===== config.mk =====
export PLATFORM = sky130hd
export DESIGN_NAME = data_array
export DESIGN_NICKNAME = d
export VERILOG_FILES = /design/src/cache_pkg.sv /design/src/data_array.sv
export VERILOG_INCLUDE_DIRS = /design/src
export SDC_FILE = /design/constraint.sdc
export NUM_CORES = 2
export LEC_CHECK = 0
export ABC_AREA = 0
export BUFFER_PORTS_ARGS = -buffer_cell sky130_fd_sc_hd__buf_2
export CELL_PAD_IN_SITES_DETAIL_PLACEMENT = 0
export CELL_PAD_IN_SITES_GLOBAL_PLACEMENT = 1
export CORE_UTILIZATION = 60
export CTS_CLUSTER_SIZE = 10
export DETAILED_ROUTE_END_ITERATION = 10
export GPL_ROUTABILITY_DRIVEN = 0
export HOLD_SLACK_MARGIN = 0.08
export PLACE_DENSITY = 0.83
export SETUP_SLACK_MARGIN = 0.05
export SLEW_MARGIN = 20
export SYNTH_ARGS = -nofsm -noshare
export SYNTH_HDL_FRONTEND = slang
export SYNTH_SLANG_ARGS = --single-unit

===== constraint.sdc =====
create_clock -name clk -period 16.35 [get_ports clk]
set_input_delay 1.635 -clock clk [delete_from_list [all_inputs] [get_ports clk]]
set_output_delay 1.635 -clock clk [all_outputs]
set_load 0.02 [all_outputs]

===== src/cache_settings.svh =====
`ifndef CACHE_SETTINGS_SVH
`define CACHE_SETTINGS_SVH

// ====================
// cache geometry
// ====================
`define NUM_WAYS        4   // ways per set
`define NUM_SETS        8
`define WORDS_PER_LINE  4
`define WORD_W          32
`define ADDR_W          20  // tag | set | byte offset

// derived field widths
`define OFFSET_W  ($clog2(`WORDS_PER_LINE * `WORD_W / 8))  // byte offset in a line
`define SET_W     ($clog2(`NUM_SETS))
`define TAG_W     (`ADDR_W - `SET_W - `OFFSET_W)
`define WAY_W     ($clog2(`NUM_WAYS))

`endif


===== src/cache_pkg.sv =====
`include "cache_settings.svh"

package cache_pkg;

  // ====================
  // opcodes and results
  // ====================
  typedef enum logic [1:0] {
    RD_LU   = 2'd0,
    WR_LU   = 2'd1,
    FILL_LU = 2'd2  // line coming back from far memory
  } lu_op_e;

  typedef enum logic [1:0] {
    NO_RSP = 2'd0,
    HIT    = 2'd1,
    MISS   = 2'd2,
    FILL   = 2'd3
  } lu_result_e;

  typedef enum logic [1:0] {
    FM_NONE        = 2'd0,
    FILL_REQ_OP    = 2'd1,  // fetch a line
    DIRTY_EVICT_OP = 2'd2   // write back a modified line
  } fm_op_e;

  // ====================
  // external traffic
  // ====================
  typedef struct packed {
    logic                                    valid;
    lu_op_e                                  lu_op;
    logic [`ADDR_W-1:0]                      address;
    logic                                    fill_modified; // fill carries dirty data
    logic [`WORD_W-1:0]                      data;          // write word
    logic [`WORDS_PER_LINE-1:0][`WORD_W-1:0] cl_data;       // fill line
  } lu_req_t;

  typedef struct packed {
    logic                                    valid;
    lu_op_e                                  lu_op;
    lu_result_e                              lu_result;
    logic [`ADDR_W-1:0]                      address;
    logic [`WORDS_PER_LINE-1:0][`WORD_W-1:0] cl_data;
  } lu_rsp_t;

  typedef struct packed {
    logic                                    valid;
    fm_op_e                                  opcode;
    logic [`ADDR_W-1:0]                      address;
    logic [`WORDS_PER_LINE-1:0][`WORD_W-1:0] data;
  } fm_req_t;

  // ====================
  // array traffic
  // ====================
  typedef struct packed {
    logic [`NUM_WAYS-1:0][`TAG_W-1:0] tags;
    logic [`NUM_WAYS-1:0]             valid;
    logic [`NUM_WAYS-1:0]             modified;
    logic [`NUM_WAYS-1:0]             mru;
  } set_entry_t;

  typedef struct packed {
    logic              en;
    logic [`SET_W-1:0] set;
    set_entry_t        entry;
  } set_wr_t;

  typedef struct packed {
    logic                                    valid;
    logic [`SET_W+`WAY_W-1:0]                line_addr; // {set, way}
    logic [`WORDS_PER_LINE-1:0][`WORD_W-1:0] data;
  } cl_wr_t;

  // q3 pipe register between tag lookup and line access
  typedef struct packed {
    logic                                    valid;
    lu_op_e                                  lu_op;
    logic [`TAG_W-1:0]                       tag;
    logic [`SET_W-1:0]                       set;
    logic [`OFFSET_W-1:0]                    offset;
    logic [`WORD_W-1:0]                      data;
    logic [`WORDS_PER_LINE-1:0][`WORD_W-1:0] cl_data;
    logic                                    fill_modified;
    logic                                    hit;
    logic                                    miss;
    logic                                    dirty_evict;
    logic [`SET_W+`WAY_W-1:0]                line_addr;
    logic [`TAG_W-1:0]                       evict_tag;     // victim tag before the fill
  } pipe_bus_t;

endpackage


===== src/data_array.sv =====
`include "cache_settings.svh"

module data_array (
  input  logic                                    clk,
  input  logic [`SET_W+`WAY_W-1:0]                cl_rd_addr, // {set, way} from q2
  output logic [`WORDS_PER_LINE-1:0][`WORD_W-1:0] cl_rd,      // line in q3
  input  cache_pkg::cl_wr_t                       cl_wr       // write from q3
);

  // one line per set and way
  logic [`WORDS_PER_LINE-1:0][`WORD_W-1:0] lines [`NUM_SETS * `NUM_WAYS];

  // write lands at the edge
  always_ff @(posedge clk) begin
    if (cl_wr.valid) begin
      lines[cl_wr.line_addr] <= cl_wr.data;
    end
  end

  // registered read
  always_ff @(posedge clk) begin
    cl_rd <= lines[cl_rd_addr];  // pre-write data on a collision
  end

endmodule


Word-level counts from Yosys, hierarchy flattened. Memories as Yosys holds them, arrays and structs flattened. A register that Yosys moved wholly into a read port is not among the register bits. Cells that the tools add are included.

Memories kept: 1. Bits in writable memories: 4096. Output and inout bits: 128. Flip-flop bits (word level): 0.

Multiplexer cells: 2.

Memory list: lines (depth 32, bits a word 128, rd ports 1, clocked after Yosys merged registers in 1, write ports 1, RTL line data_array.sv:11) `` logic [`WORDS_PER_LINE-1:0][`WORD_W-1:0] lines [`NUM_SETS * `NUM_WAYS]; ``.

Operators with widths (count): 2-to-1 mux 1 bit (2).

Logic depth before layout (Yosys ltp).
Depth after elaboration: 2. Depth in mapped cells: 9.

Worst setup path after synthesis. OpenSTA, ideal clock, no wires.

Path type: input-to-reg. From: in cl_wr[129] in the netlist's numbering. To: mem lines[12][0] in the netlist's numbering, enable pin. Setup slack: 8.117 ns. Stages: 3. Arrival time: 7.616 ns. Library setup time: 0.617 ns. Path through: or3b_2 -> clkbuf_1 -> nor2_1.

RTL lines: from (decl) (RTL line data_array.sv:7) `input cache_pkg::cl_wr_t cl_wr`; to (decl) (RTL line data_array.sv:11).

No word-level cell before the write port.

Worst setup path after layout.
From: in cl_wr[133] in the netlist's numbering. To: mem lines[15][41] in the netlist's numbering, enable pin.

Word-level cells in the longest chain between the ends: 2.

Ends and longest elaborated chain: 2-to-1 mux 1 bit (RTL line data_array.sv:15) `if (cl_wr.valid) begin`; 2-to-1 mux 1 bit (implied by the code) (RTL line data_array.sv:16) `lines[cl_wr.line_addr] <= cl_wr.data;`.

No other way between the ends.

==> impl_results.md <==
- Worst slew margin: 0.161
- Worst R2R Setup Slack: 14.37 ns
- Die ar.: 261000 um^2
- # fillers: 15000
- LEAKAGE: 0.0543 uW
- Vias in the first global route: 77400
- Number of synthesized register bits: 4224
- Setup_tns: 0 ns
- First-pass GRT wire length: 563000 um
- Commonest non-fill, non-tap cell in the layout: edfxtp_1
- Port bufs: 267
- Latest clock arrival within the worst-skew pair: 1.02 ns
- Share of cells above drive strength 1: 0.260
- Htree depth: 5
- Hold slack: 0.695 ns
- DRT Wirelength: 405000 um
- Post-Syn Nets: 6580
- Sequential Area: 126000 um^2
- Initial antenna violation count: 62
- Worst Path Required: 16.92 ns
- WS Path Type: in -> reg
- Site row count: 186
- Worst-Margin Slew: 1.26 ns
- Synthesized area per cell: 24.1 um^2
- Yosys cell types: 28
- Endpoints failing setup: 0
- IO Count: 268
- Result of the run: completed
- CTS buffer count: 474
- Clk_skew: 0.0750 ns
- Unrepaired setup endpoints after global routing: no
- Die H: 511 um
- Clk buf depth: 4
- FF-to-FF path depth: 3
- Max_cap viols: 0
- Register area share after synthesis: 0.809
- CP endpoint kind: flip-flop
- Final number of max-transition violations: 0
- Area growth from synthesis to layout: 12.2%
- Pwr/cell area: 129 nW/um^2
- Hold path start: lines[27][123]
- Initial Util: 0.604
- CP Launch Type: primary input
- Net count, final: 7114
- Number of vias in the routed layout: 75800
- Peak supply drop: 0.146 mV
- Drt via density: 7.07
- Hold-fix buffers at CTS: 0
- CTS resizes: 0
- Top fanout value on the critical path: 40
- Mapped Cells: 6440
- Clock tree sinks: 4224
- Reg2reg start: lines[31][115]
- DIE WIDTH: 511 um
- Worst hold path class: reg -> reg
- Core footprint: 257000 um^2
- Max Fclk: 185 MHz
- TritonCTS clock tree: yes
- Drt drc: 0
- Hold Crit Depth: 3
- GRT Util Overall: 0.309
- Reg clk slew, reported paths: 0.05 ns
- Fin crit share: 0.331
- Yosys Warn Count: 0
- Final min period: 5.41 ns
- Post-DP HPWL: 176000 um
- Drt pass-1 iters: 5
- Multi-input logic area: 28000 um^2
- DRT iter0 DRCs: 10700
- Clk root buf: clkbuf_16
- Post-CTS repair timing setup buffer count: 0
- Most frequent cells in the layout: edfxtp_1, mux4_2, clkbuf_16
- Syn Std Cell Area: 155000 um^2
- Min-Delay Endpoint: cl_rd[123]
- Largest net degree at the start of global routing: 151
- Global route total overflow: 0
- RR Endpoint: cl_rd[115]
- Wire per inst: 37.7 um
- Crit path DAT: 5.98 ns
- Hold Fails Final Rpt: 0
- DRT antenna net count: 0
-- cell type report --
class | count | area share
antenna | 28 | 0.000402
clock buffer | 806 | 0.0758
clock inverter | 12 | 0.00107
multi-input combinational | 1864 | 0.161
sequential | 4224 | 0.721
tap | 3384 | 0.0243
timing repair buffer | 410 | 0.0166
-- synthesized netlist by cell type --
cell      number  share of area
a22oi_1      102         0.0049
and2_1         1       0.000040
and3_1         1       0.000040
and3b_1        1       0.000056
buf_1         44         0.0011
buf_2         94         0.0030
buf_4         67         0.0032
buf_6         30         0.0022
clkbuf_1     108         0.0026
clkbuf_4       9        0.00044
dfxtp_1      128          0.017
edfxtp_1    4096           0.79
mux2i_1      136         0.0088
mux4_2       956           0.14
nand2_1        4       0.000097
nand2b_1       1       0.000040
nand3_1       37         0.0012
nand3b_1       6        0.00029
nand4_1       17        0.00069
nor2_1        35        0.00085
nor2_2         1       0.000040
nor2b_1        3        0.00012
nor3b_1        1       0.000048
nor4_1       111         0.0045
o22ai_1      444          0.018
or2_1          1       0.000040
or3_1          2       0.000081
or3b_2         4        0.00023
-- critical path, stage by stage --
cell and delay [ns]:
buf_2 0.10, nand3_1 0.60, nor2_4 0.95, buf_4 0.86, buf_4 0.91, buf_4 0.81
-- per-stage QoR --
stage | worst slack (ns) | util | power [uW] | cells | area, um^2
final | 10.94 | 0.678 | 22500 | 10700 | 174000
after global routing | 10.79 | 0.678 | 23000 | 10700 | 174000
after CTS | 11.06 | 0.678 | 22600 | 10700 | 174000
after detailed placement | 10.06 | 0.625 | 13300 | 9880 | 161000
after global placement | 10.14 | 0.625 | 13300 | 9878 | 161000
after floorplan | 8.12 | - | 12900 | 6440 | 155000
-- report_power, final --
| part | leakage, uW | internal (uW) | switching (uW) |
|---|---|---|---|
| Sequential | 0.0380 | 12000 | 77.5 |
| Combinational | 0.00995 | 358 | 623 |
| Clock | 0.00637 | 5420 | 4000 |
-- sequential cells by signal, indices dropped and copies added, names as in the netlist --
| register | flops |
|---|---|
| cl_rd | 128 |
| lines | 4096 |
-- how the worst max path moves through the flow --
stage,from,endpoint,cells past startpoint
floorplan,cl_wr[129],lines[12][0],3
global placement,cl_rd_addr[0],cl_rd[125],7
detailed placement,cl_wr[133],lines[15][65],6
CTS,cl_wr[133],lines[15][38],6
global route,cl_rd_addr[0],cl_rd[119],7
finish,cl_wr[133],lines[15][41],6
-- routing by layer --
metal	vias to the layer above	global-route usage	routed length [um]
met5	-	0	264
met4	42	0.142	19200
met3	1106	0.0712	49100
met2	5807	0.497	198000
met1	39800	0.408	138000
li1	29100	-	-
-- cells by family (layout without fill, tap and decap cells) --
kind of cell	Yosys count	after routing	share of synthesized area
AND/OR/NAND/NOR	226	226	0.00832
other	0	28	0
multiplexers	1092	1092	0.147
flip-flops	4224	4224	0.809
AO/OA/AOI/OAI	546	546	0.0228
buffers and inverters	352	1228	0.0126
(Power assumes the default switching activity.)
