### src/cache_settings.svh
`ifndef CACHE_SETTINGS_SVH
`define CACHE_SETTINGS_SVH

// ====================
// cache geometry
// ====================
`define NUM_WAYS        4   // ways per set
`define NUM_SETS        8
`define WORDS_PER_LINE  4
`define WORD_W          32
`define ADDR_W          20  // tag | set | byte offset

// derived field widths
`define OFFSET_W  ($clog2(`WORDS_PER_LINE * `WORD_W / 8))  // byte offset in a line
`define SET_W     ($clog2(`NUM_SETS))
`define TAG_W     (`ADDR_W - `SET_W - `OFFSET_W)
`define WAY_W     ($clog2(`NUM_WAYS))

`endif

### src/cache_pkg.sv
`include "cache_settings.svh"

package cache_pkg;

  // ====================
  // opcodes and results
  // ====================
  typedef enum logic [1:0] {
    RD_LU   = 2'd0,
    WR_LU   = 2'd1,
    FILL_LU = 2'd2  // line coming back from far memory
  } lu_op_e;

  typedef enum logic [1:0] {
    NO_RSP = 2'd0,
    HIT    = 2'd1,
    MISS   = 2'd2,
    FILL   = 2'd3
  } lu_result_e;

  typedef enum logic [1:0] {
    FM_NONE        = 2'd0,
    FILL_REQ_OP    = 2'd1,  // fetch a line
    DIRTY_EVICT_OP = 2'd2   // write back a modified line
  } fm_op_e;

  // ====================
  // external traffic
  // ====================
  typedef struct packed {
    logic                                    valid;
    lu_op_e                                  lu_op;
    logic [`ADDR_W-1:0]                      address;
    logic                                    fill_modified; // fill carries dirty data
    logic [`WORD_W-1:0]                      data;          // write word
    logic [`WORDS_PER_LINE-1:0][`WORD_W-1:0] cl_data;       // fill line
  } lu_req_t;

  typedef struct packed {
    logic                                    valid;
    lu_op_e                                  lu_op;
    lu_result_e                              lu_result;
    logic [`ADDR_W-1:0]                      address;
    logic [`WORDS_PER_LINE-1:0][`WORD_W-1:0] cl_data;
  } lu_rsp_t;

  typedef struct packed {
    logic                                    valid;
    fm_op_e                                  opcode;
    logic [`ADDR_W-1:0]                      address;
    logic [`WORDS_PER_LINE-1:0][`WORD_W-1:0] data;
  } fm_req_t;

  // ====================
  // array traffic
  // ====================
  typedef struct packed {
    logic [`NUM_WAYS-1:0][`TAG_W-1:0] tags;
    logic [`NUM_WAYS-1:0]             valid;
    logic [`NUM_WAYS-1:0]             modified;
    logic [`NUM_WAYS-1:0]             mru;
  } set_entry_t;

  typedef struct packed {
    logic              en;
    logic [`SET_W-1:0] set;
    set_entry_t        entry;
  } set_wr_t;

  typedef struct packed {
    logic                                    valid;
    logic [`SET_W+`WAY_W-1:0]                line_addr; // {set, way}
    logic [`WORDS_PER_LINE-1:0][`WORD_W-1:0] data;
  } cl_wr_t;

  // q3 pipe register between tag lookup and line access
  typedef struct packed {
    logic                                    valid;
    lu_op_e                                  lu_op;
    logic [`TAG_W-1:0]                       tag;
    logic [`SET_W-1:0]                       set;
    logic [`OFFSET_W-1:0]                    offset;
    logic [`WORD_W-1:0]                      data;
    logic [`WORDS_PER_LINE-1:0][`WORD_W-1:0] cl_data;
    logic                                    fill_modified;
    logic                                    hit;
    logic                                    miss;
    logic                                    dirty_evict;
    logic [`SET_W+`WAY_W-1:0]                line_addr;
    logic [`TAG_W-1:0]                       evict_tag;     // victim tag before the fill
  } pipe_bus_t;

endpackage

### src/tag_lookup.sv
`include "cache_settings.svh"

module tag_lookup (
  input  logic                     clk,
  input  logic                     rst_n,
  input  cache_pkg::lu_req_t       lu_req,      // q1 lookup
  output logic [`SET_W-1:0]        set_rd_set,
  input  cache_pkg::set_entry_t    set_rd,
  output cache_pkg::set_wr_t       set_wr,
  output logic [`SET_W+`WAY_W-1:0] cl_rd_addr,
  output cache_pkg::pipe_bus_t     pipe_q3
);

  cache_pkg::lu_req_t    req_q2;       // q2 stage register
  cache_pkg::set_entry_t set_fwd_q3;   // copy of the last set write
  cache_pkg::set_entry_t cur_set;      // set after forwarding
  cache_pkg::set_entry_t new_set;      // updated set
  cache_pkg::pipe_bus_t  pipe_q2;

  logic [`TAG_W-1:0]    tag_q2;
  logic [`SET_W-1:0]    set_q2;
  logic                 set_hazard;
  logic                 is_fill;
  logic [`NUM_WAYS-1:0] hit_vec;
  logic [`WAY_W-1:0]    hit_way;
  logic [`NUM_WAYS-1:0] victim;
  logic [`WAY_W-1:0]    victim_way;
  logic                 dirty_evict;

  // ====================
  // q1
  // ====================
  assign set_rd_set = lu_req.address[`OFFSET_W +: `SET_W];  // tag array read starts here

  always_ff @(posedge clk) begin
    if (!rst_n) begin
      req_q2.valid  <= 1'b0;
      pipe_q3.valid <= 1'b0;
    end else begin
      req_q2  <= lu_req;
      pipe_q3 <= pipe_q2;
    end
  end

  // ====================
  // q2
  // ====================
  assign tag_q2  = req_q2.address[`ADDR_W-1 -: `TAG_W];
  assign set_q2  = req_q2.address[`OFFSET_W +: `SET_W];
  assign is_fill = req_q2.valid && (req_q2.lu_op == cache_pkg::FILL_LU);

  // q3 wrote this set at the edge set_rd was read
  assign set_hazard = req_q2.valid && pipe_q3.valid && (pipe_q3.set == set_q2);
  assign cur_set    = set_hazard ? set_fwd_q3 : set_rd;

  // tag compare
  always_comb begin
    hit_way = '0;
    for (int w = 0; w < `NUM_WAYS; w++) begin
      hit_vec[w] = req_q2.valid && cur_set.valid[w] && (cur_set.tags[w] == tag_q2);
      if (hit_vec[w]) begin
        hit_way = w[`WAY_W-1:0];
      end
    end
  end

  victim_select victim_select_i (
    .is_fill     (is_fill),
    .entry       (cur_set),
    .victim      (victim),
    .victim_way  (victim_way),
    .dirty_evict (dirty_evict)
  );

  // set update
  always_comb begin
    new_set = cur_set;  // misses write the set back unchanged
    if (req_q2.valid) begin
      unique case (req_q2.lu_op)
        cache_pkg::RD_LU: begin
          new_set.mru = cur_set.mru | hit_vec;
        end
        cache_pkg::WR_LU: begin
          new_set.mru      = cur_set.mru | hit_vec;
          new_set.modified = cur_set.modified | hit_vec;  // line now differs from far memory
        end
        cache_pkg::FILL_LU: begin
          new_set.tags[victim_way] = tag_q2;
          new_set.valid            = cur_set.valid | victim;
          new_set.mru              = cur_set.mru | victim;
          new_set.modified = req_q2.fill_modified ? (cur_set.modified | victim)
                                                  : (cur_set.modified & ~victim);
        end
        default: ;
      endcase
    end
    // bit-flip when all mru bits are set keeps only the way just used
    if (&new_set.mru) begin
      new_set.mru = is_fill ? victim : hit_vec;
    end
  end

  assign set_wr.en    = req_q2.valid;
  assign set_wr.set   = set_q2;
  assign set_wr.entry = new_set;

  always_ff @(posedge clk) begin
    set_fwd_q3 <= new_set;
  end

  // q2 bus toward q3
  always_comb begin
    pipe_q2.valid         = req_q2.valid;
    pipe_q2.lu_op         = req_q2.lu_op;
    pipe_q2.tag           = tag_q2;
    pipe_q2.set           = set_q2;
    pipe_q2.offset        = req_q2.address[`OFFSET_W-1:0];
    pipe_q2.data          = req_q2.data;
    pipe_q2.cl_data       = req_q2.cl_data;
    pipe_q2.fill_modified = req_q2.fill_modified;
    pipe_q2.hit           = |hit_vec;
    pipe_q2.miss          = req_q2.valid && !(|hit_vec);
    pipe_q2.dirty_evict   = dirty_evict;
    pipe_q2.line_addr     = {set_q2, is_fill ? victim_way : hit_way};
    pipe_q2.evict_tag     = cur_set.tags[victim_way];  // read before the fill overwrites it
  end

  assign cl_rd_addr = pipe_q2.line_addr;  // line arrives with pipe_q3

  // duplicate valid tags in one set would mean a broken fill path
  a_hit_onehot : assert property (@(posedge clk) disable iff (!rst_n)
    req_q2.valid |-> $onehot0(hit_vec));

endmodule

### src/victim_select.sv
`include "cache_settings.svh"

module victim_select (
  input  logic                  is_fill,     // valid fill in q2
  input  cache_pkg::set_entry_t entry,       // set as q2 sees it
  output logic [`NUM_WAYS-1:0]  victim,      // one-hot or zero when no fill
  output logic [`WAY_W-1:0]     victim_way,
  output logic                  dirty_evict
);

  logic [`NUM_WAYS-1:0] free_ways;   // invalid ways
  logic [`NUM_WAYS-1:0] lru_ways;    // mru bit clear
  logic [`NUM_WAYS-1:0] first_free;
  logic [`NUM_WAYS-1:0] first_lru;

  assign free_ways  = ~entry.valid;
  assign lru_ways   = ~entry.mru;
  assign first_free = free_ways & -free_ways;  // isolate lowest set bit
  assign first_lru  = lru_ways & -lru_ways;

  // ====================
  // victim choice
  // ====================
  always_comb begin
    victim = '0;
    if (is_fill) begin
      victim = (|free_ways) ? first_free : first_lru;  // empty way wins
    end
  end

  // one-hot to index
  always_comb begin
    victim_way = '0;
    for (int w = 0; w < `NUM_WAYS; w++) begin
      if (victim[w]) begin
        victim_way = w[`WAY_W-1:0];
      end
    end
  end

  // victim holds data far memory has not seen
  assign dirty_evict = |(victim & entry.valid & entry.modified);

  // the bit-flip in tag_lookup keeps one mru bit clear
  // so a fill into a full set always finds exactly one way
  always_comb begin
    if (is_fill) begin
      a_fill_victim : assert ($onehot(victim));
    end
  end

endmodule
### config.mk
export PLATFORM = sky130hd
export DESIGN_NAME = tag_lookup
export DESIGN_NICKNAME = d
export VERILOG_FILES = /design/src/cache_pkg.sv /design/src/tag_lookup.sv /design/src/victim_select.sv
export VERILOG_INCLUDE_DIRS = /design/src
export SDC_FILE = /design/constraint.sdc
export NUM_CORES = 1
export LEC_CHECK = 0
export BUFFER_PORTS_ARGS = -buffer_cell sky130_fd_sc_hd__buf_2
export CAP_MARGIN = 20
export CORE_UTILIZATION = 29
export CTS_CLUSTER_SIZE = 8
export DETAILED_ROUTE_END_ITERATION = 10
export PLACE_DENSITY = 0.61
export SLEW_MARGIN = 20
export SYNTH_ARGS = -nofsm -noshare
export SYNTH_HDL_FRONTEND = slang
export SYNTH_HIERARCHICAL = 1
export SYNTH_SLANG_ARGS = --single-unit
export TNS_END_PERCENT = 50
### constraint.sdc
create_clock -name clk -period 7.2 [get_ports clk]
set_input_delay 1.44 -clock clk [delete_from_list [all_inputs] [get_ports clk]]
set_output_delay 1.44 -clock clk [all_outputs]
set_load 0.03 [all_outputs]
Word level (Yosys, flattened, before mapping)
Index checks and enable logic that the tools add are counted.
{"block": "word_totals", "reg_bits": 453, "in_bits": 250, "out_inout_bits": 281, "elab_cells": 98}
{"block": "op_classes", "addsub": 2, "n_lt_le_gt_ge": 2, "eq_ne": 7, "n_mux": 22, "n_bitwise": 13, "n_reduce_logical": 20}
{"cell": "$mux 64", "count": 2}
{"cell": "$mux 56", "count": 1}
{"cell": "$bwmux 52", "count": 1}
{"cell": "$eq 13x13->1", "count": 4}
{"cell": "$bmux 13 s2", "count": 1}
{"cell": "$demux 13 s2", "count": 1}
{"cell": "$mux 13", "count": 2}
{"cell": "$and 4x4->4", "count": 5}
{"cell": "$mux 4", "count": 5}
{"cell": "$or 4x4->4", "count": 5}
{"cell": "$pmux 4 s2", "count": 2}
{"cell": "$logic_and 1x1->1", "count": 13}
{"cell": "$not 4->4", "count": 3}
{"cell": "$reduce_or 4->1", "count": 3}
{"cell": "$mux 2", "count": 5}
{"cell": "$neg 4->4", "count": 2}
{"cell": "$reduce_and 4->1", "count": 1}
{"cell": "$eq 3x3->1", "count": 1}
{"cell": "$lt 2x3->1 const B", "count": 1}
{"cell": "$eq 2x1->1 const B", "count": 1}
{"cell": "$eq 2x2->1 const B", "count": 1}
{"cell": "$ge 2x1->1 const B", "count": 1}
{"cell": "$logic_not 2->1", "count": 1}
{"cell": "$mux 1", "count": 2}
{"cell": "other kinds (2)", "count": 2}

Logic depth before layout (Yosys ltp)
Gate-level depths: netlist of the first run.
{"block": "logic_depth", "depth_word": 20, "ltp_mapped": 17}

Cells and area by module
Netlist of the first run, hierarchy kept.
{"module": "tag_lookup", "n_inst": 1, "cells_per_inst": 1037, "area_per_inst_um2": 16716.0, "seq_area_each_um2": 12852.3}
{"module": "victim_select", "n_inst": 1, "cells_per_inst": 23, "area_per_inst_um2": 153.9, "seq_area_each_um2": 0.0}

Least setup slack after synthesis of the first run
No wires, ideal clock.
{"block": "synth_path", "path_kind": "reg2out", "start": "register pipe_q3[187] in the netlist's numbering", "end": "output set_wr[15] in the netlist's numbering", "arrival_time_ps": 4193, "t_required_ps": 5760, "setup_slack_ps": 1567, "stages_incl_launch_ff": 17, "cell_sequence": "edfxtp_1 xor2_1 nor4_1 buf_2 clkbuf_1 clkbuf_1 nand2_1 nand2_1 and4_2 o21a_1 a21o_2 clkbuf_1 or3_1 clkbuf_1 clkbuf_1 nor2_1 a21oi_1"}
{"element": "start, declared", "line_no": "tag_lookup.sv:11", "source": "output cache_pkg::pipe_bus_t pipe_q3"}
{"element": "start signal, assigned", "line_no": "tag_lookup.sv:41", "source": "pipe_q3 <= pipe_q2;"}
{"element": "end, declared", "line_no": "tag_lookup.sv:9", "source": "output cache_pkg::set_wr_t set_wr,"}

==> results of run 1 <==
[cell usage after synthesis (all sizes together), types with 13 or more instances]
cell type  number  area share [%]
a21oi          19            0.56
o21ai          21            0.62
edfxtp        384              68
dfxtp          66             7.8
xor2           25             1.3
inv            43            0.96
mux4           13             1.7
nor2           22            0.49
mux2i          18             1.1
nand3          13            0.39
buf            28             1.0
nand2         150             3.3
clkbuf         28            0.62
mux2           43             2.9
nand2b         20            0.74
xnor2          47             2.5
[worst max-delay path, stage by stage, from the launching register on]
cell     delay, ns
dfxtp_1       0.60
nand2_1       0.18
or4_2         0.94
mux2i_1       0.32
inv_1         0.14
and4b_2       0.26
o21a_1        0.26
a21o_2        0.43
or3_1         0.66
buf_4         0.26
mux2_2        0.29
buf_2         0.19
[logic make-up after synthesis]
group | after synthesis
multiplexers | 74
adder cells (fa/ha/maj) | 3
AND/OR/NAND/NOR | 258
XOR/XNOR | 72
AO/OA/AOI/OAI | 103
flip-flops | 450
buffers and inverters | 100
[state kept, by name (all words and copies together) (netlist names)]
signal      count
cl_rd_addr      3
pipe_q2       180
pipe_q3       202
set_fwd_q3     64
set_wr          1
[cell usage in the layout (no fill, tap or decap), types with 4 or more instances in the layout]
cell	instances
buf_2	529
edfxtp_1	384
nand2_1	150
clkbuf_16	67
dfxtp_1	66
xnor2_1	46
inv_1	43
mux2_2	43
xor2_1	25
nor2_1	22
nand2b_1	20
o21ai_0	19
a21oi_1	19
mux2i_1	18
clkbuf_1	16
buf_4	14
nand3_1	13
mux4_2	13
nor4_1	11
nor3_1	10
o22ai_1	9
a21o_1	6
a22oi_1	6
nand4_1	6
and3_1	5
o2111ai_1	4
a31oi_1	4
and2_1	4
clkinv_8	4
buf_12	4
[area by class of cell]
cell class / count / area, um2 / share of cell area [%]
inverter: 44 / 165 / 0.740
antenna: 1 / 2.50 / 0.0112
tap: 765 / 957 / 4.29
clock inverter: 9 / 165 / 0.740
timing repair buffer: 548 / 2850 / 12.8
clock buffer: 84 / 1750 / 7.84
multi-input combinational: 510 / 3580 / 16.0
sequential: 450 / 12900 / 57.6
[power breakdown]
| group | internal, W | switching [W] | total, W |
|---|---|---|---|
| combinational | 0.000207 | 0.000469 | 0.000676 |
| clock | 0.00174 | 0.00112 | 0.00286 |
| sequential | 0.00305 | 0.0000873 | 0.00314 |
| total | 0.00500 | 0.00168 | 0.00667 |
[stage by stage]
| step | hold slack [ns] | area, um2 | utilization (%) |
|---|---|---|---|
| 3_5_place_dp | 0.405 | 20400 | 35.4 |
| 4_1_cts | 0.396 | 22300 | 38.8 |
| 3_3_place_gp | 0.400 | 20400 | 35.4 |
| 6_report | 0.400 | 22300 | 38.8 |
| 2_1_floorplan | 0.400 | 16900 | - |
| 5_1_grt | 0.404 | 22300 | 38.8 |
[worst min path at each step]
stage	startpoint	slack, ns	to
after floorplan	pipe_q2[100]$_DFFE_PP_	0.40	pipe_q3[100]$_DFFE_PP_
after global placement	pipe_q2[153]$_DFFE_PP_	0.40	pipe_q3[153]$_DFFE_PP_
after detailed placement	pipe_q2[100]$_DFFE_PP_	0.40	pipe_q3[100]$_DFFE_PP_
after CTS	pipe_q2[172]$_DFFE_PP_	0.40	pipe_q3[172]$_DFFE_PP_
after global routing	pipe_q2[177]$_DFFE_PP_	0.40	pipe_q3[177]$_DFFE_PP_
final	pipe_q2[172]$_DFFE_PP_	0.40	pipe_q3[172]$_DFFE_PP_
[routing by layer]
metal | wire [um] | part of all wire [%] | track usage [%] | vias up
met4 | 1750 | 3.2 | 7.20 | 12
met3 | 4770 | 8.8 | 5.69 | 116
li1 | - | - | - | 5012
met5 | 92 | 0.17 | 0 | -
met1 | 20400 | 38 | 20.3 | 5415
met2 | 27200 | 50 | 31.0 | 601
==> impl_results.md, run 1 <==
- Syn Inst Count: 1060
- Post-Synth XOR/XNOR Area: 3.78%
- Post-route antenna net violation count: 0
- WP data required: 5.76 ns
- Non-filler cells, final: 2411
- Pwr Density: 299 mW/mm2
- Max Cap Violations: 0
- Outcome: finished, final reports clean
- Setup slack after layout: 0.619 ns
- Final GP Congestion: 0.920
- Clk_skew: 0.0291 ns
- # Post-CTS Setup Buffers: 0
- Fin crit period: 6.58 ns
- Placement Setup Slack: 1.22 ns
- Relative slew slack: 25.5%
- Worst hold path type: flop to flop
- Layout cell share with drive strength beyond 1: 42.1%
- CTS tree: built
- I/O pins: 531
- Syn Nets: 1313
- Crit-path max FO: 17
- Cts repair resizes: 0
- Core Rows: 88
- Seq/Total Area, Yosys: 76.2%
- Total placed cells including tap cells: 2317
- Post-Synth Adder-Cell Area: 0.223%
- Main combinational cell family by area after synthesis: simple AND/OR/NAND/NOR gates
- Area grow syn2layout: 32.3%
- Compound-Gate Fraction of Synth Area: 4.34%
- Initial DRC Count: 837
- Final Cycle Share: 91.4%
- Leak: 9.03 nW
- Die Wd: 243 um
- Syn. warnings: 6
- Total track usage: 17.9%
- Worst reg2reg setup slack: 2.70 ns
- Crit path kind: flop to primary output
- FF-to-FF End: set_fwd_q3[13]$_DFF_P_
- Hold Buf Count CTS: 0
- Filler instances: 5403
- Setup crit start: set_wr[67]$_SDFF_PN0_
- Num CTS Buffers: 67
- Maximum number of pins on one net before global-route repair: 158
- Arrival @ worst endpoint: 5.14 ns
- Number of flops mapped to enable cells by yosys: 384
- Core ar.: 0.0576 mm2
- Worst slew pin tran: 1.12 ns
- Post-Synth Simple-Gate Area: 7.16%
- WL final: 54200 um
- RSZ-0062 raised after global routing: no
- Chip height: 243 um
- CTS clk-pin slew, worst paths: 0.05 ns
- Prevailing post-synth register cell: edfxtp_1
- Sink Count: 450
- Final-report setup violation count: 0
- Post-synthesis mux area share: 5.67%
- Clock root cell: clkbuf_16
- Max H-tree Level: 3
- Post-synthesis cell area: 0.0169 mm2
- CTS max path bufs: 3
- DR vias: 11200
- Async SR Flop Fraction: 0%
- Final setup TNS: 0 ns
- Crit path to: set_wr[17]
- Post-DP HPWL: 40700 um
- Hold path depth: 0
- Setup crit end kind: primary output
- Yosys reg bits: 450
- DR pass1 iterations: 5
- Die area: 0.0591 mm2
- First-pass GRT wire length: 76800 um
- Per-cell routed wire length: 22.5 um
- Worst ir drop on vdd: 0.258 mV
- Grt ovf: 0
- Final hold violations: 0
- Initial core utilization: 29.3%
- CP Launch Type: flop
- Initial antenna violation count: 8
- Vias in the first global route: 11400
- Max Fclk: 152 MHz
- R2r startpoint: set_wr[67]$_SDFF_PN0_
- Vias per inst: 4.63
- Syn Area/Cell: 15.9 um2
- DR DRC count: 0
- Slew Viols, Final: 0
- Port Buffers: 530
- Clock Latency Late Sink: 0.60 ns
- Synth cell types: 66
- R2R cell count: 10
- Power Total: 0.00667 W
- NumNets Final: 1874
Note: power is estimated with default switching activity, not from simulation.
==> run 2, diff against run 1 <==
==> constraint.sdc (replaced) <==
create_clock -name clk -period 8.06 [get_ports clk]
set_input_delay 1.612 -clock clk [delete_from_list [all_inputs] [get_ports clk]]
set_output_delay 1.612 -clock clk [all_outputs]
set_load 0.03 [all_outputs]
==> impl_results.md, run 2 (same netlist as run 1, synthesis figures left out) <==
- Num CTS Buffers: 67
- Leak: 9.00 nW
- Sink Count: 450
- I/O pins: 531
- DR vias: 11200
- Largest register FFs: 202
- Setup crit end kind: primary output
- Arrival @ worst endpoint: 5.43 ns
- Vias in the first global route: 11300
- Hold path depth: 0
- Power Total: 0.00591 W
- CTS clk-pin slew, worst paths: 0.05 ns
- Slew Viols, Final: 0
- # Post-CTS Setup Buffers: 0
- Clock Latency Late Sink: 0.59 ns
- Total track usage: 17.7%
- Largest Register: pipe_q3
- Final GP Congestion: 0.926
- Core Rows: 88
- Max Cap Violations: 0
- Worst hold path type: flop to flop
- Non-filler cells, final: 2406
- Initial core utilization: 29.3%
- Vias per inst: 4.65
- Pwr Density: 266 mW/mm2
- Initial antenna violation count: 9
- CP max-delay cell: or4_2
- WP data required: 6.45 ns
- Die area: 0.0591 mm2
- Setup slack after layout: 1.02 ns
- Post-DP HPWL: 40100 um
- Post-route antenna net violation count: 0
- Max incr delay on CP: 0.97 ns
- Crit-path cells: nand2_1, or4_2, mux2i_1, inv_1, and4b_2, o21a_1, a21o_2, or3_1, a21oi_1, buf_2
- Core ar.: 0.0576 mm2
- Final core area utilization: 38.6%
- DR pass1 iterations: 8
- Layout cell share with drive strength beyond 1: 42.1%
- DRT met1 WL: 19700 um
- Grt ovf: 0
- Per-cell routed wire length: 22.2 um
- Worst Path Buf+Inv: 2
- Worst reg2reg setup slack: 3.34 ns
- R2r startpoint: set_wr[67]$_SDFF_PN0_
- Crit-path max FO: 17
- NumNets Final: 1872
- Hold Buf Count CTS: 0
- Worst slew pin tran: 1.05 ns
- Placement Setup Slack: 1.65 ns
- Cell family with most CP delay: simple AND/OR/NAND/NOR gates
- Final-report setup violation count: 0
- WL final: 53400 um
- Max H-tree Level: 3
- Total placed cells including tap cells: 2315
- Cts repair resizes: 0
- Filler instances: 5388
- Max Fclk: 142 MHz
- Met3 wire length: 4940 um
- Clock root cell: clkbuf_16
- Crit path kind: flop to primary output
- CTS max path bufs: 3
- Port Buffers: 530
- R2R cell count: 9
- Initial DRC Count: 847
- Final hold violations: 0
- DR DRC count: 0
- Chip height: 243 um
- Die Wd: 243 um
- Worst ir drop on vdd: 0.223 mV
- CTS tree: built
- Relative slew slack: 29.8%
- Commonest cells after routing, fill and taps aside: buf_2 (529), edfxtp_1 (384), nand2_1 (150), clkbuf_16 (67), dfxtp_1 (66)
- Final Cycle Share: 87.4%
- First-pass GRT wire length: 76200 um
- Met2 wire len: 26800 um
- Commonest non-fill, non-tap cell in the layout: buf_2
- Area grow syn2layout: 31.9%
- RSZ-0062 raised after global routing: no
- Uppermost layer routed: met5
- Outcome: finished, final reports clean
- Maximum number of pins on one net before global-route repair: 158
- WHS Endpoint: pipe_q3[139]$_DFFE_PP_
- CP Launch Type: flop
- Clk_skew: 0.0223 ns
- Fin crit period: 7.04 ns
- Final setup TNS: 0 ns
- FF-to-FF End: set_fwd_q3[24]$_DFF_P_
- Hold path start: pipe_q2[139]$_DFFE_PP_
==> run 2: cell count changes in the layout (fill, tap and decap cells not counted), sizes merged <==
cell / change
clkbuf: -2
bufinv: -1
buf: -2
==> run 2: worst max-delay path by stage <==
stage | cells after the start | slack, ns | endpoint | from
2_1_floorplan | 16 | 2.26 | set_wr[15] | pipe_q3[187]$_DFFE_PP_
3_3_place_gp | 10 | 1.68 | set_wr[15] | set_wr[67]$_SDFF_PN0_
3_5_place_dp | 10 | 1.65 | set_wr[15] | set_wr[67]$_SDFF_PN0_
4_1_cts | 10 | 1.00 | set_wr[15] | set_wr[67]$_SDFF_PN0_
5_1_grt | 11 | 0.89 | set_wr[42] | set_wr[67]$_SDFF_PN0_
6_report | 10 | 1.02 | set_wr[15] | set_wr[67]$_SDFF_PN0_
==> run 2: final cells by class <==
cell class / count / area, um2 / area share, %
Timing Repair Buffer: 546 / 2810 / 12.6
Clock buffer: 82 / 1750 / 7.88
Tap cell: 765 / 957 / 4.30
Antenna cell: 1 / 2.50 / 0.0112
Clock inverter: 8 / 135 / 0.607
Multi-Input combinational cell: 510 / 3580 / 16.1
Sequential cell: 450 / 12900 / 57.8
Inverter: 44 / 165 / 0.742
==> run 2: metrics by stage <==
| step | area (um2) | hold WS, ns |
|---|---|---|
| floorplan | 16900 | 0.400 |
| global placement | 20400 | 0.400 |
| detailed placement | 20400 | 0.405 |
| CTS | 22300 | 0.403 |
| global route | 22300 | 0.412 |
| finish | 22300 | 0.400 |
==> run 2: metal layers <==
metal / global-route usage, % / up-vias
li1: - / 5012
met1: 20.1 / 5434
met2: 30.4 / 617
met3: 5.64 / 120
met4: 7.86 / 12
met5: 0 / -
==> run 2: power breakdown <==
group          total (W)  internal [W]  switching [W]
logic           0.000605      0.000184       0.000421
clock network    0.00251       0.00153       0.000987
registers        0.00280       0.00272      0.0000738
total            0.00591       0.00443        0.00148
